[src/mem_test_pkg.sv]
`default_nettype none

package mem_test_pkg;

  typedef logic [21:0] mem_addr_t;
  typedef logic [15:0] mem_data_t;
  typedef logic [9:0] count_t;
  typedef logic [31:0] tick_t;
  typedef logic [15:0] correct_t;
  typedef logic [15:0] hex_t;
  typedef logic [6:0] segments_t;

  typedef enum logic [2:0] {
    idle,
    phase0_wr,
    phase0_rd,
    phase1_wr,
    phase1_rd,
    report,
    error,
    timeout
  } test_state_t;

  localparam int num_phases = 2;

  localparam mem_addr_t phase0_addr = 22'd18341;
  localparam mem_data_t phase0_data = 16'hbeef;

  localparam count_t phase1_words = 10; // Entries in the phase-1 table.

  localparam hex_t error_code = 16'hdead;
  localparam hex_t timeout_code = 16'h0bad;

  localparam correct_t phase0_pass_count = 1;

endpackage : mem_test_pkg

`default_nettype wire
[src/mem_test_top.sv]
`timescale 1ns/1ps
`default_nettype none

module mem_test_top #(
  parameter mem_test_pkg::tick_t timeout_ticks = '1
) (
  input wire logic clock,
  input wire logic reset_n,

  output mem_test_pkg::mem_addr_t mem_addr,
  output mem_test_pkg::mem_data_t mem_wdata,
  output logic mem_we,
  output logic mem_re,
  input wire mem_test_pkg::mem_data_t mem_rdata,
  input wire logic mem_rvalid,
  input wire logic mem_ready,

  output logic done,
  output logic phase0_start,
  output logic phase1_start,

  input wire logic [9:0] sw,
  output logic [1:0] led,
  output mem_test_pkg::segments_t hex0,
  output mem_test_pkg::segments_t hex1,
  output mem_test_pkg::segments_t hex2,
  output mem_test_pkg::segments_t hex3
);

  mem_test_pkg::count_t issued;
  mem_test_pkg::count_t completed;
  mem_test_pkg::tick_t ticks [mem_test_pkg::num_phases];
  mem_test_pkg::correct_t corrects [mem_test_pkg::num_phases];

  logic inc_issued;
  logic clr_issued;
  logic inc_completed;
  logic clr_completed;
  logic [mem_test_pkg::num_phases-1:0] tick_inc;
  logic clr_ticks;
  logic [mem_test_pkg::num_phases-1:0] correct_inc;
  logic clr_correct;

  mem_test_pkg::count_t pattern_index;
  mem_test_pkg::mem_addr_t pattern_addr;
  mem_test_pkg::mem_data_t pattern_data;

  mem_test_pkg::test_state_t state;

  phase_sequencer #(
    .timeout_ticks(timeout_ticks)
  ) u_sequencer (
    .clock(clock),
    .reset_n(reset_n),
    .mem_rdata(mem_rdata),
    .mem_rvalid(mem_rvalid),
    .mem_ready(mem_ready),
    .issued(issued),
    .completed(completed),
    .ticks(ticks),
    .pattern_addr(pattern_addr),
    .pattern_data(pattern_data),
    .mem_addr(mem_addr),
    .mem_wdata(mem_wdata),
    .mem_we(mem_we),
    .mem_re(mem_re),
    .done(done),
    .phase0_start(phase0_start),
    .phase1_start(phase1_start),
    .pattern_index(pattern_index),
    .state(state),
    .inc_issued(inc_issued),
    .clr_issued(clr_issued),
    .inc_completed(inc_completed),
    .clr_completed(clr_completed),
    .tick_inc(tick_inc),
    .clr_ticks(clr_ticks),
    .correct_inc(correct_inc),
    .clr_correct(clr_correct)
  );

  test_counters u_counters (
    .clock(clock),
    .reset_n(reset_n),
    .inc_issued(inc_issued),
    .clr_issued(clr_issued),
    .inc_completed(inc_completed),
    .clr_completed(clr_completed),
    .tick_inc(tick_inc),
    .clr_ticks(clr_ticks),
    .correct_inc(correct_inc),
    .clr_correct(clr_correct),
    .issued(issued),
    .completed(completed),
    .ticks(ticks),
    .corrects(corrects)
  );

  pattern_table u_table (
    .pattern_index(pattern_index),
    .pattern_addr(pattern_addr),
    .pattern_data(pattern_data)
  );

  result_display u_display (
    .state(state),
    .ticks(ticks),
    .corrects(corrects),
    .sw(sw),
    .led(led),
    .hex0(hex0),
    .hex1(hex1),
    .hex2(hex2),
    .hex3(hex3)
  );

endmodule : mem_test_top

`default_nettype wire

[src/phase_sequencer.sv]
`timescale 1ns/1ps
`default_nettype none

module phase_sequencer #(
  parameter mem_test_pkg::tick_t timeout_ticks = '1
) (
  input wire logic clock,
  input wire logic reset_n,

  input wire mem_test_pkg::mem_data_t mem_rdata,
  input wire logic mem_rvalid,
  input wire logic mem_ready,

  input wire mem_test_pkg::count_t issued,
  input wire mem_test_pkg::count_t completed,
  input wire mem_test_pkg::tick_t ticks [mem_test_pkg::num_phases],

  input wire mem_test_pkg::mem_addr_t pattern_addr,
  input wire mem_test_pkg::mem_data_t pattern_data,

  output mem_test_pkg::mem_addr_t mem_addr,
  output mem_test_pkg::mem_data_t mem_wdata,
  output logic mem_we,
  output logic mem_re,

  output logic done,
  output logic phase0_start,
  output logic phase1_start,

  output mem_test_pkg::count_t pattern_index,
  output mem_test_pkg::test_state_t state,

  output logic inc_issued,
  output logic clr_issued,
  output logic inc_completed,
  output logic clr_completed,
  output logic [mem_test_pkg::num_phases-1:0] tick_inc,
  output logic clr_ticks,
  output logic [mem_test_pkg::num_phases-1:0] correct_inc,
  output logic clr_correct
);

  mem_test_pkg::test_state_t next_state;
  logic armed; // Holds off the start pulse for the first cycle out of reset.
  logic clear_all;
  logic last_arrives;

  always_ff @(posedge clock, negedge reset_n) begin
    if (!reset_n) begin
      state <= mem_test_pkg::idle;
      armed <= 1'b0;
    end else begin
      state <= next_state;
      armed <= 1'b1;
    end
  end

  // A returning word owns the table lookup, so reads stall for that cycle.
  assign pattern_index = (state == mem_test_pkg::phase1_rd && mem_rvalid) ? completed : issued;

  assign last_arrives = mem_rvalid && completed == mem_test_pkg::phase1_words - 1'b1;

  always_comb begin
    mem_addr = '0;
    mem_wdata = '0;
    mem_we = 1'b0;
    mem_re = 1'b0;
    done = 1'b0;
    phase0_start = 1'b0;
    phase1_start = 1'b0;
    inc_issued = 1'b0;
    clr_issued = 1'b0;
    inc_completed = 1'b0;
    clr_completed = 1'b0;
    tick_inc = '0;
    clr_ticks = 1'b0;
    correct_inc = '0;
    clr_correct = 1'b0;
    clear_all = 1'b0;
    next_state = state;

    case (state)
      mem_test_pkg::idle: begin
        if (armed) begin
          phase0_start = 1'b1;
          next_state = mem_test_pkg::phase0_wr;
        end
      end

      mem_test_pkg::phase0_wr: begin
        if (mem_ready) begin
          mem_addr = mem_test_pkg::phase0_addr;
          mem_wdata = mem_test_pkg::phase0_data;
          mem_we = 1'b1;
          tick_inc[0] = 1'b1;
          next_state = mem_test_pkg::phase0_rd;
        end
      end

      mem_test_pkg::phase0_rd: begin
        if (issued != '0 && mem_ready && !mem_rvalid) begin
          clear_all = 1'b1; // Ready again with the only read unanswered.
          next_state = mem_test_pkg::error;
        end else if (ticks[0] >= timeout_ticks) begin
          clear_all = 1'b1;
          next_state = mem_test_pkg::timeout;
        end else begin
          tick_inc[0] = 1'b1;
          if (mem_ready && issued == '0) begin
            mem_addr = mem_test_pkg::phase0_addr;
            mem_re = 1'b1;
            inc_issued = 1'b1;
          end
          if (mem_rvalid) begin
            correct_inc[0] = mem_rdata == mem_test_pkg::phase0_data;
            phase1_start = 1'b1;
            clr_issued = 1'b1;
            next_state = mem_test_pkg::phase1_wr;
          end
        end
      end

      mem_test_pkg::phase1_wr: begin
        if (mem_ready) begin
          mem_addr = pattern_addr;
          mem_wdata = pattern_data;
          mem_we = 1'b1;
          tick_inc[1] = 1'b1;
          if (issued == mem_test_pkg::phase1_words - 1'b1) begin
            clr_issued = 1'b1;
            next_state = mem_test_pkg::phase1_rd;
          end else begin
            inc_issued = 1'b1;
          end
        end else if (ticks[1] != '0) begin
          tick_inc[1] = 1'b1; // Stalled after the first write still counts.
        end
      end

      mem_test_pkg::phase1_rd: begin
        if (issued == mem_test_pkg::phase1_words && mem_ready && !last_arrives) begin
          clear_all = 1'b1;
          next_state = mem_test_pkg::error;
        end else if (ticks[1] >= timeout_ticks) begin
          clear_all = 1'b1;
          next_state = mem_test_pkg::timeout;
        end else begin
          tick_inc[1] = 1'b1;
          if (mem_ready && !mem_rvalid && issued < mem_test_pkg::phase1_words) begin
            mem_addr = pattern_addr;
            mem_re = 1'b1;
            inc_issued = 1'b1;
          end
          if (mem_rvalid) begin
            inc_completed = 1'b1;
            correct_inc[1] = mem_rdata == pattern_data;
            if (last_arrives) begin
              done = 1'b1;
              clr_issued = 1'b1;
              clr_completed = 1'b1;
              next_state = mem_test_pkg::report;
            end
          end
        end
      end

      mem_test_pkg::report: begin
      end

      mem_test_pkg::error,
      mem_test_pkg::timeout: begin
        clear_all = 1'b1;
      end

      default: begin
        next_state = mem_test_pkg::idle;
      end
    endcase

    if (clear_all) begin
      clr_issued = 1'b1;
      clr_completed = 1'b1;
      clr_ticks = 1'b1;
      clr_correct = 1'b1;
    end
  end

endmodule : phase_sequencer

`default_nettype wire

[src/result_display.sv]
`timescale 1ns/1ps
`default_nettype none

module result_display (
  input wire mem_test_pkg::test_state_t state,
  input wire mem_test_pkg::tick_t ticks [mem_test_pkg::num_phases],
  input wire mem_test_pkg::correct_t corrects [mem_test_pkg::num_phases],
  input wire logic [9:0] sw,
  output logic [1:0] led,
  output mem_test_pkg::segments_t hex0,
  output mem_test_pkg::segments_t hex1,
  output mem_test_pkg::segments_t hex2,
  output mem_test_pkg::segments_t hex3
);

  mem_test_pkg::hex_t shown;

  always_comb begin
    case (state)
      mem_test_pkg::report: begin
        if (sw[9]) begin
          shown = corrects[sw[0]];
        end else if (sw[8]) begin
          shown = ticks[sw[0]][31:16];
        end else begin
          shown = ticks[sw[0]][15:0];
        end
      end
      mem_test_pkg::error: shown = mem_test_pkg::error_code;
      mem_test_pkg::timeout: shown = mem_test_pkg::timeout_code;
      default: shown = '0;
    endcase
  end

  assign led[0] = corrects[0] == mem_test_pkg::phase0_pass_count;
  assign led[1] = corrects[1] == mem_test_pkg::correct_t'(mem_test_pkg::phase1_words);

  seg7_decoder u_digit0 (
    .digit(shown[3:0]),
    .segments(hex0)
  );

  seg7_decoder u_digit1 (
    .digit(shown[7:4]),
    .segments(hex1)
  );

  seg7_decoder u_digit2 (
    .digit(shown[11:8]),
    .segments(hex2)
  );

  seg7_decoder u_digit3 (
    .digit(shown[15:12]),
    .segments(hex3)
  );

endmodule : result_display

`default_nettype wire

[src/test_counters.sv]
`timescale 1ns/1ps
`default_nettype none

module test_counters (
  input wire logic clock,
  input wire logic reset_n,

  input wire logic inc_issued,
  input wire logic clr_issued,
  input wire logic inc_completed,
  input wire logic clr_completed,
  input wire logic [mem_test_pkg::num_phases-1:0] tick_inc,
  input wire logic clr_ticks,
  input wire logic [mem_test_pkg::num_phases-1:0] correct_inc,
  input wire logic clr_correct,

  output mem_test_pkg::count_t issued,
  output mem_test_pkg::count_t completed,
  output mem_test_pkg::tick_t ticks [mem_test_pkg::num_phases],
  output mem_test_pkg::correct_t corrects [mem_test_pkg::num_phases]
);

  always_ff @(posedge clock, negedge reset_n) begin
    if (!reset_n) begin
      issued <= '0;
    end else if (clr_issued) begin
      issued <= '0;
    end else if (inc_issued) begin
      issued <= issued + 1'b1;
    end
  end

  always_ff @(posedge clock, negedge reset_n) begin
    if (!reset_n) begin
      completed <= '0;
    end else if (clr_completed) begin
      completed <= '0;
    end else if (inc_completed) begin
      completed <= completed + 1'b1;
    end
  end

  // Clears act on every phase at once; increments are per phase.
  always_ff @(posedge clock, negedge reset_n) begin
    if (!reset_n) begin
      for (int p = 0; p < mem_test_pkg::num_phases; p++) begin
        ticks[p] <= '0;
        corrects[p] <= '0;
      end
    end else begin
      for (int p = 0; p < mem_test_pkg::num_phases; p++) begin
        if (clr_ticks) begin
          ticks[p] <= '0;
        end else if (tick_inc[p]) begin
          ticks[p] <= ticks[p] + 1'b1;
        end
        if (clr_correct) begin
          corrects[p] <= '0;
        end else if (correct_inc[p]) begin
          corrects[p] <= corrects[p] + 1'b1;
        end
      end
    end
  end

endmodule : test_counters

`default_nettype wire

[src/pattern_table.sv]
`timescale 1ns/1ps
`default_nettype none

module pattern_table (
  input wire mem_test_pkg::count_t pattern_index,
  output mem_test_pkg::mem_addr_t pattern_addr,
  output mem_test_pkg::mem_data_t pattern_data
);

  always_comb begin
    pattern_addr = '0;
    pattern_data = '0;

    case (pattern_index)
      10'd0: pattern_addr = 22'd18341;
      10'd1: pattern_addr = 22'd83411;
      10'd2: pattern_addr = 22'd34118;
      10'd3: pattern_addr = 22'd41183;
      10'd4: pattern_addr = 22'd11834;
      10'd5: pattern_addr = 22'b10_0000_0101_0101_0101_0101;
      10'd6: pattern_addr = 22'b01_0000_1010_1010_1010_1010;
      10'd7: pattern_addr = 22'b00_1000_0000_0000_1111_1111;
      10'd8: pattern_addr = 22'h3f_ffff;
      10'd9: pattern_addr = 22'h00_0000;
      default: pattern_addr = '0;
    endcase

    if (pattern_index < mem_test_pkg::phase1_words) begin
      pattern_data = {4{pattern_index[3:0]}}; // Index in every nibble.
    end
  end

endmodule : pattern_table

`default_nettype wire

[src/seg7_decoder.sv]
`timescale 1ns/1ps
`default_nettype none

module seg7_decoder (
  input wire logic [3:0] digit,
  output mem_test_pkg::segments_t segments
);

  // Segment order is g down to a and a lit segment is low.
  always_comb begin
    case (digit)
      4'h0: segments = 7'b1000000;
      4'h1: segments = 7'b1111001;
      4'h2: segments = 7'b0100100;
      4'h3: segments = 7'b0110000;
      4'h4: segments = 7'b0011001;
      4'h5: segments = 7'b0010010;
      4'h6: segments = 7'b0000010;
      4'h7: segments = 7'b1111000;
      4'h8: segments = 7'b0000000;
      4'h9: segments = 7'b0011000;
      4'ha: segments = 7'b0001000;
      4'hb: segments = 7'b0000011;
      4'hc: segments = 7'b1000110;
      4'hd: segments = 7'b0100001;
      4'he: segments = 7'b0000110;
      default: segments = 7'b0001110; // Digit f.
    endcase
  end

endmodule : seg7_decoder

`default_nettype wire

[config.mk]
export PLATFORM = sky130hd
export DESIGN_NAME = mem_test_top
export DESIGN_NICKNAME = d
export VERILOG_FILES = /design/src/mem_test_pkg.sv /design/src/mem_test_top.sv /design/src/phase_sequencer.sv /design/src/result_display.sv /design/src/test_counters.sv /design/src/pattern_table.sv /design/src/seg7_decoder.sv
export SDC_FILE = /design/constraint.sdc
export NUM_CORES = 1
export LEC_CHECK = 0
export BUFFER_PORTS_ARGS = -buffer_cell sky130_fd_sc_hd__buf_2
export CAP_MARGIN = 15
export CORE_UTILIZATION = 55
export CTS_BUF_LIST = sky130_fd_sc_hd__clkbuf_4
export CTS_CLUSTER_SIZE = 20
export DETAILED_ROUTE_END_ITERATION = 6
export PLACE_DENSITY = 0.79
export SETUP_SLACK_MARGIN = 0.02
export SLEW_MARGIN = 20
export SYNTH_ARGS = -nofsm -noshare
export SYNTH_HDL_FRONTEND = slang
export SYNTH_SLANG_ARGS = --single-unit
[constraint.sdc]
create_clock -name clock -period 5.35 [get_ports clock]
set_clock_uncertainty 0.2 [all_clocks]
set_input_delay 1.3375 -clock clock [delete_from_list [all_inputs] [get_ports clock]]
set_output_delay 1.3375 -clock clock [all_outputs]
set_load 0.005 [all_outputs]
* Word level (Yosys, flattened, before mapping)
Memories as Yosys holds them, arrays and structs flattened.
Index checks and enable logic that the tools add are counted.
** Cells by class
- Equal/unequal tests :: 21
- Bitwise logic cells :: 1
- Add/subtract/negate cells :: 6
- Reductions and logical operators :: 26
- $lt $le $gt $ge :: 5
- Multiplexer cells :: 101
** Operators with widths (number)
- $mux 32 :: 7
- $mux 16 :: 12
- $mux 22 :: 7
- $pmux 22 s4 :: 1
- $add 32x1->32 const B :: 2
- $ge 32x32->1 const B :: 2
- $mux 10 :: 5
- $pmux 16 s3 :: 1
- $mux 1 :: 47
- $mux 3 :: 11
- $add 16x1->16 const B :: 2
- $pmux 16 s2 :: 1
- $reduce_bool 32->1 :: 1
- $eq 10x4->1 const B :: 3
- $mux 15 :: 2
- $add 10x1->10 const B :: 2
- $lt 10x4->1 const B :: 2
- $eq 16x1->1 const B :: 1
- $eq 16x16->1 :: 1
- $eq 16x16->1 const B :: 1
- $eq 16x4->1 const B :: 1
- $pmux 3 s5 :: 1
- $eq 3x3->1 const B :: 4
- $reduce_bool 2->1 :: 6
- other kinds (20) :: 37
** Storage, ports and cells
- Memory bits (read-only) :: 800
- Output and inout bits :: 73
- Memories :: 5
- Logic and storage cells :: 173
- Input bits :: 30
- Register bits after elaboration :: 120
** Memories
- (no name shown) :: words 16, bits a word 22, read ports 1, clocked after memory_dff 0, wr ports 0, RTL line pattern_table.sv:14 : case (pattern_index)
- (no name shown) :: words 16, bits a word 7, read ports 1, clocked after memory_dff 0, wr ports 0, RTL line seg7_decoder.sv:11 : case (digit)
- (no name shown) :: words 16, bits a word 7, read ports 1, clocked after memory_dff 0, wr ports 0, RTL line seg7_decoder.sv:11
- (no name shown) :: words 16, bits a word 7, read ports 1, clocked after memory_dff 0, wr ports 0, RTL line seg7_decoder.sv:11
- (no name shown) :: words 16, bits a word 7, read ports 1, clocked after memory_dff 0, wr ports 0, RTL line seg7_decoder.sv:11

* Depth between registers and ports, before layout
- Depth in word-level cells :: 12
- Mapped depth :: 14
- Gate-level depth less buffers :: 11

* By module
A second synthesis with hierarchy kept.
** Unflattened totals
- Cell total of the unflattened synthesis :: 1156
- Area total of the unflattened synthesis :: 9850.7 µm²
** Modules (own cells, without submodules)
- test_counters :: seq. area each 2902.8 µm², area each 5773.0 µm², instances 1, cells an instance 597
- phase_sequencer :: seq. area each 100.1 µm², area each 1453.9 µm², instances 1, cells an instance 209
- result_display :: seq. area each 0.0 µm², area each 1039.7 µm², instances 1, cells an instance 122
- seg7_decoder at u_display.u_digit1 ... :: seq. area each 0.0 µm², area each 267.8 µm², instances 3, cells an instance 35
- pattern_table :: seq. area each 0.0 µm², area each 525.5 µm², instances 1, cells an instance 89
- seg7_decoder at u_display.u_digit0 :: seq. area each 0.0 µm², area each 255.2 µm², instances 1, cells an instance 34

* Worst setup path before layout
OpenSTA, ideal clock, no wires.
- Path type :: input-to-output
- Start point :: in sw[0]
- End point :: out hex2[3]
- Required time :: 3.813 ns
- Arrival :: 3.981 ns
- Path slack :: -0.169 ns
- Cell stages on the path :: 11
- Cells stage by stage :: clkbuf_1 clkbuf_1 buf_1 mux4_2 o21ai_0 o21ai_0 inv_1 ha_1 nor2_1 a211oi_1 a211oi_1
** Between the ends
- Cells in the longest elaborated chain, start to end :: 8
- Elaborated cells between the ends (all ways) :: 11
** Ends and longest elaborated chain
- start: declaration :: RTL line mem_test_top.sv:22 : input wire logic [9:0] sw,
- $not 1->2 (implied by the code) * :: RTL line result_display.sv:22, result_display.sv:24, result_display.sv:26
- $mux 32 (implied by the code) (2 in a row) :: RTL line result_display.sv:24 : shown = ticks[sw[0]][31:16];
- $mux 32 (implied by the code) :: RTL line result_display.sv:26 : shown = ticks[sw[0]][15:0];
- $mux 16 :: RTL line result_display.sv:23 : end else if (sw[8]) begin
- $mux 16 * :: RTL line result_display.sv:21 : if (sw[9]) begin
- $pmux 16 s3 * :: RTL line result_display.sv:19 : case (state)
- $mem_v2 16x7 *
- end: declaration :: RTL line mem_test_top.sv:26 : output mem_test_pkg::segments_t hex2,
Every way passes the cells marked *; elsewhere a longest branch is shown, timed or not. The select of a mux whose other input is x is not followed.

* Worst setup path in the final report
- Start point :: in mem_rvalid
- End point :: out mem_addr[9]
** Between the ends
- Cells in the longest elaborated chain, start to end :: 8
- Elaborated cells between the ends (all ways) :: 18
** Ends and longest elaborated chain
- start: declaration :: RTL line mem_test_top.sv:15 : input wire logic mem_rvalid,
- $logic_and 1x1->1 :: RTL line phase_sequencer.sv:59 : assign pattern_index = (state == mem_test_pkg::phase1_rd && mem_rvalid) ? completed : issued;
- $mux 10 :: RTL line phase_sequencer.sv:59
- $mem_v2 16x22 or $logic_not 6->1 (tied branches)
- $mux 22 :: RTL line pattern_table.sv:14
- $mux 22 :: RTL line phase_sequencer.sv:149 : if (mem_ready && !mem_rvalid && issued < mem_test_pkg::phase1_words) begin
- $mux 22 :: RTL line phase_sequencer.sv:144 : end else if (ticks[1] >= timeout_ticks) begin
- $mux 22 :: RTL line phase_sequencer.sv:141 : if (issued == mem_test_pkg::phase1_words && mem_ready && !last_arrives) begin
- $pmux 22 s4 * :: RTL line phase_sequencer.sv:82 : case (state)
- end: declaration :: RTL line mem_test_top.sv:10 : output mem_test_pkg::mem_addr_t mem_addr,
Every way passes the cells marked *; elsewhere a longest branch is shown, timed or not.

==> results.cfg <==
[status]
outcome = complete, but fails checks
violations = design-rule violations

[power]
vdd_drop_max_uv = 224.9
comb_power_share = 0.410
switching_share = 0.4074
power_frac_seq = 0.336
p_clk_frac = 0.253
p_switching_mw = 1.148
p_leak_nw = 4.337
power-per-cell-area_nw_per_um2 = 272.4
total_power_mw = 2.819
internal-power_mw = 1.670

[yosys]
synth_cells = 1128
synth-seq-area-share = 0.3213
synth_compound_area_frac = 0.1336
synth_top_area_frac = 0.3213
netlist_area_um2 = 9346
yosysWarningCount = 0
synth_xor_area_frac = 0.08246
ys_types = 69
syn-mean-instance-area_um2 = 8.286
synth.area.mux_share = 0.07202
synth-main-ff-cell = dfrtp_1
synth_area_leaders = dfrtp_1 (32%), nor2_1 (5.8%), xor2_1 (4.6%)
synth-simple-area-share = 0.2938
synth_edf_count = 0
syn-num-nets = 1191
synth_top_family_by_area = simple AND/OR/NAND/NOR gates
yosysTopAreaCell = dfrtp_1
yosys.area_share.adder = 0.04418
synth-async-reset-ratio = 1.000
ys_seq_elements = 120

[routing]
routedWlPerCell_um = 17.70
dr.pass1.iters = 7
ant_nets = 0
detail_route.vias_per_cell = 6.314
route.detailed.drc = 2
postRouteWirelength_um = 25420
drt_iter0_markers = 925
vias = 9067

[sta]
holdWs_ns = 0.3831
finalSetupTns_ns = 0
rsz0062_at_grt = no
fin_ws_ns = 0.1547
post-route-min-period_ns = 5.195
fin_crit_sh = 0.9711
tightest_slew_ns = 0.9767
final_hold_viol_count = 0
setup_viol = 0
relSlewSlack = 0.3488
fmax_mhz = 192.5
final-max-slew-violation-count = 0

[global_routing]
grt_pass1_wl_um = 41840
grt_max_degree = 92
grt.total_usage = 0.2979
first_global_vias = 8201
grt.overflow.total = 0
antenna_found_initial = 1

[placed_design]
placedInstanceArea_um2 = 10020
portBuffers = 95
dp_hpwl_um = 18680
gp_congestion = 0.9211
place_ws_ns = 0.009449

[floorplanning]
pin_count = 103
die-area_um2 = 17520
die_h_um = 132.4
die_w_um = 132.4
initial_core_util = 0.5636
core-area_um2 = 16580
row_count = 47

[final_layout]
finalInstanceArea_um2 = 10350
n_fill_cell = 1469
num-nets-final = 1265
area_growth_pct = 10.70
drive_above_1_share = 0.1654

[clock_network]
cts_root_buf = clkbuf_4
htree_levels = 4
clk_latency_ns = 0.57
cts_buffers = 17
clk_path_buf_depth = 2
clk_pin_slew_ns = 0.12
cts.sinks = 120
cts_tree = done

[job]
maxCapViolations = 0

[worst_setup_path]
path_max_fanout = 16
crit_type = input pin to primary output
worstPathRequired_ns = 3.81
arrival_ns = 3.66
end_kind = primary output
cp-start-kind = input pin

[worst_hold_path]
hp-class = register to register
[power by group through the flow]
stage	registers (mW)	clock network (mW)	logic, mW
6_report	0.948	0.714	1.16
5_1_grt	0.950	0.767	1.28
4_1_cts	0.946	0.730	1.14
3_5_place_dp	0.964	0	1.13
3_3_place_gp	0.963	0	1.11
2_1_floorplan	0.946	0	0.758
[cell usage after synthesis, drive strengths merged, types with 6 or more instances]
master and n:
nor2 145, dfrtp 120, nand2 93, a21oi 67
nand4 57, o21ai 52, xor2 49, nand3 48
clkbuf 44, xnor2 39, inv 36, nor3 36
ha 33, buf 30, mux2i 29, nor4 29
and3 21, and2 17, mux4 16, o31ai 15
or4 15, and4 13, a211oi 11, o22ai 11
or3 11, nand2b 9, a31oi 8, nor3b 8
nor4b 7, o21a 7, or2 6
[cell usage in the layout (no fill, tap or decap), drive strengths merged, types with 4 or more instances in the layout]
master	instances
nor4	29
or2	6
nand4	57
dfrtp	120
o21ai	52
o21a	7
inv	39
nand2b	9
nand3	48
a31oi	8
and2	17
xor2	49
a21oi	67
or3	11
clkinv	5
ha	33
o31ai	15
buf	129
mux2i	29
xnor2	39
or4	15
nand2	93
o22ai	11
clkbuf	18
a211oi	11
mux4	16
nor4b	7
and3	21
nor2b	4
a21o	4
and4	13
nor3	36
nor2	145
nor3b	8
[worst paths after layout]
check                                        startpoint                      end  slack, ns  depth (start not counted)
worst min register to register  u_counters.completed[9]  u_counters.completed[9]       0.38                          2
max in group asynchronous                       reset_n  u_counters.corrects[24]       3.34                          2
worst min-delay path            u_counters.completed[9]  u_counters.completed[9]       0.38                          2
worst max register to register     u_sequencer.state[1]  u_counters.corrects[10]       1.71                          8
worst max-delay path                         mem_rvalid              mem_addr[9]       0.15                          9
min in group asynchronous                       reset_n  u_counters.corrects[15]       0.62                          1
[metrics by stage]
| stage | instances | util |
|---|---|---|
| final | 1436 | 0.6239 |
| after detailed placement | 1403 | 0.6043 |
| after global routing | 1436 | 0.6239 |
| after CTS | 1435 | 0.6229 |
| after global placement | 1403 | 0.6043 |
| after floorplan | 1128 | - |
[cells by family after synthesis]
logic type	Yosys count
and+or+nand+nor	527
AOI/OAI and AO/OA	202
DFF	120
buffers and inverters	110
xor gates and xnor gates	88
muxes	47
adders and majority gates	33
other	1
[per-layer routing]
metal  part of all wire  GRT usage
met5                  0          0
met2               0.46     0.4523
met4              0.022     0.1092
met3              0.080    0.06305
met1               0.44     0.4191
[sequential cells by signal (all words and copies together), names as in the netlist]
name,cells
u_counters.issued,10
u_counters.corrects,32
u_counters.ticks,64
u_counters.completed,10
u_sequencer.state,3
u_sequencer.armed,1
[critical path, stage by stage]
cell	delay, ns
buf_2	0.18
and4b_1	0.28
and3_1	0.23
o32a_1	0.19
a41oi_1	0.13
or4_1	0.55
a21o_1	0.35
o31ai_1	0.26
buf_2	0.15
[area by class of cell]
cell class	count	area [µm²]	share of cell area
timing repair buffer	129	735.7	0.07111
clock buffer	18	135.1	0.01306
multi-input combinational	898	5886	0.5689
tap	220	275.3	0.02661
inverter	36	135.1	0.01306
sequential	120	3003	0.2902
clock inverter	14	173.9	0.01681
antenna	1	2.502	0.0002419
[timing repair]
| action | in CTS | in global routing |
|---|---|---|
| endpoints found under the hold margin | 0 | 0 |
| buffers inserted | 0 | 0 |
| hold buffers | 0 | 0 |
| setup endpoints to repair | 1 | 11 |
| pin swaps | 0 | 0 |
| resized for setup | 1 | 5 |
(Power assumes the default switching activity.)
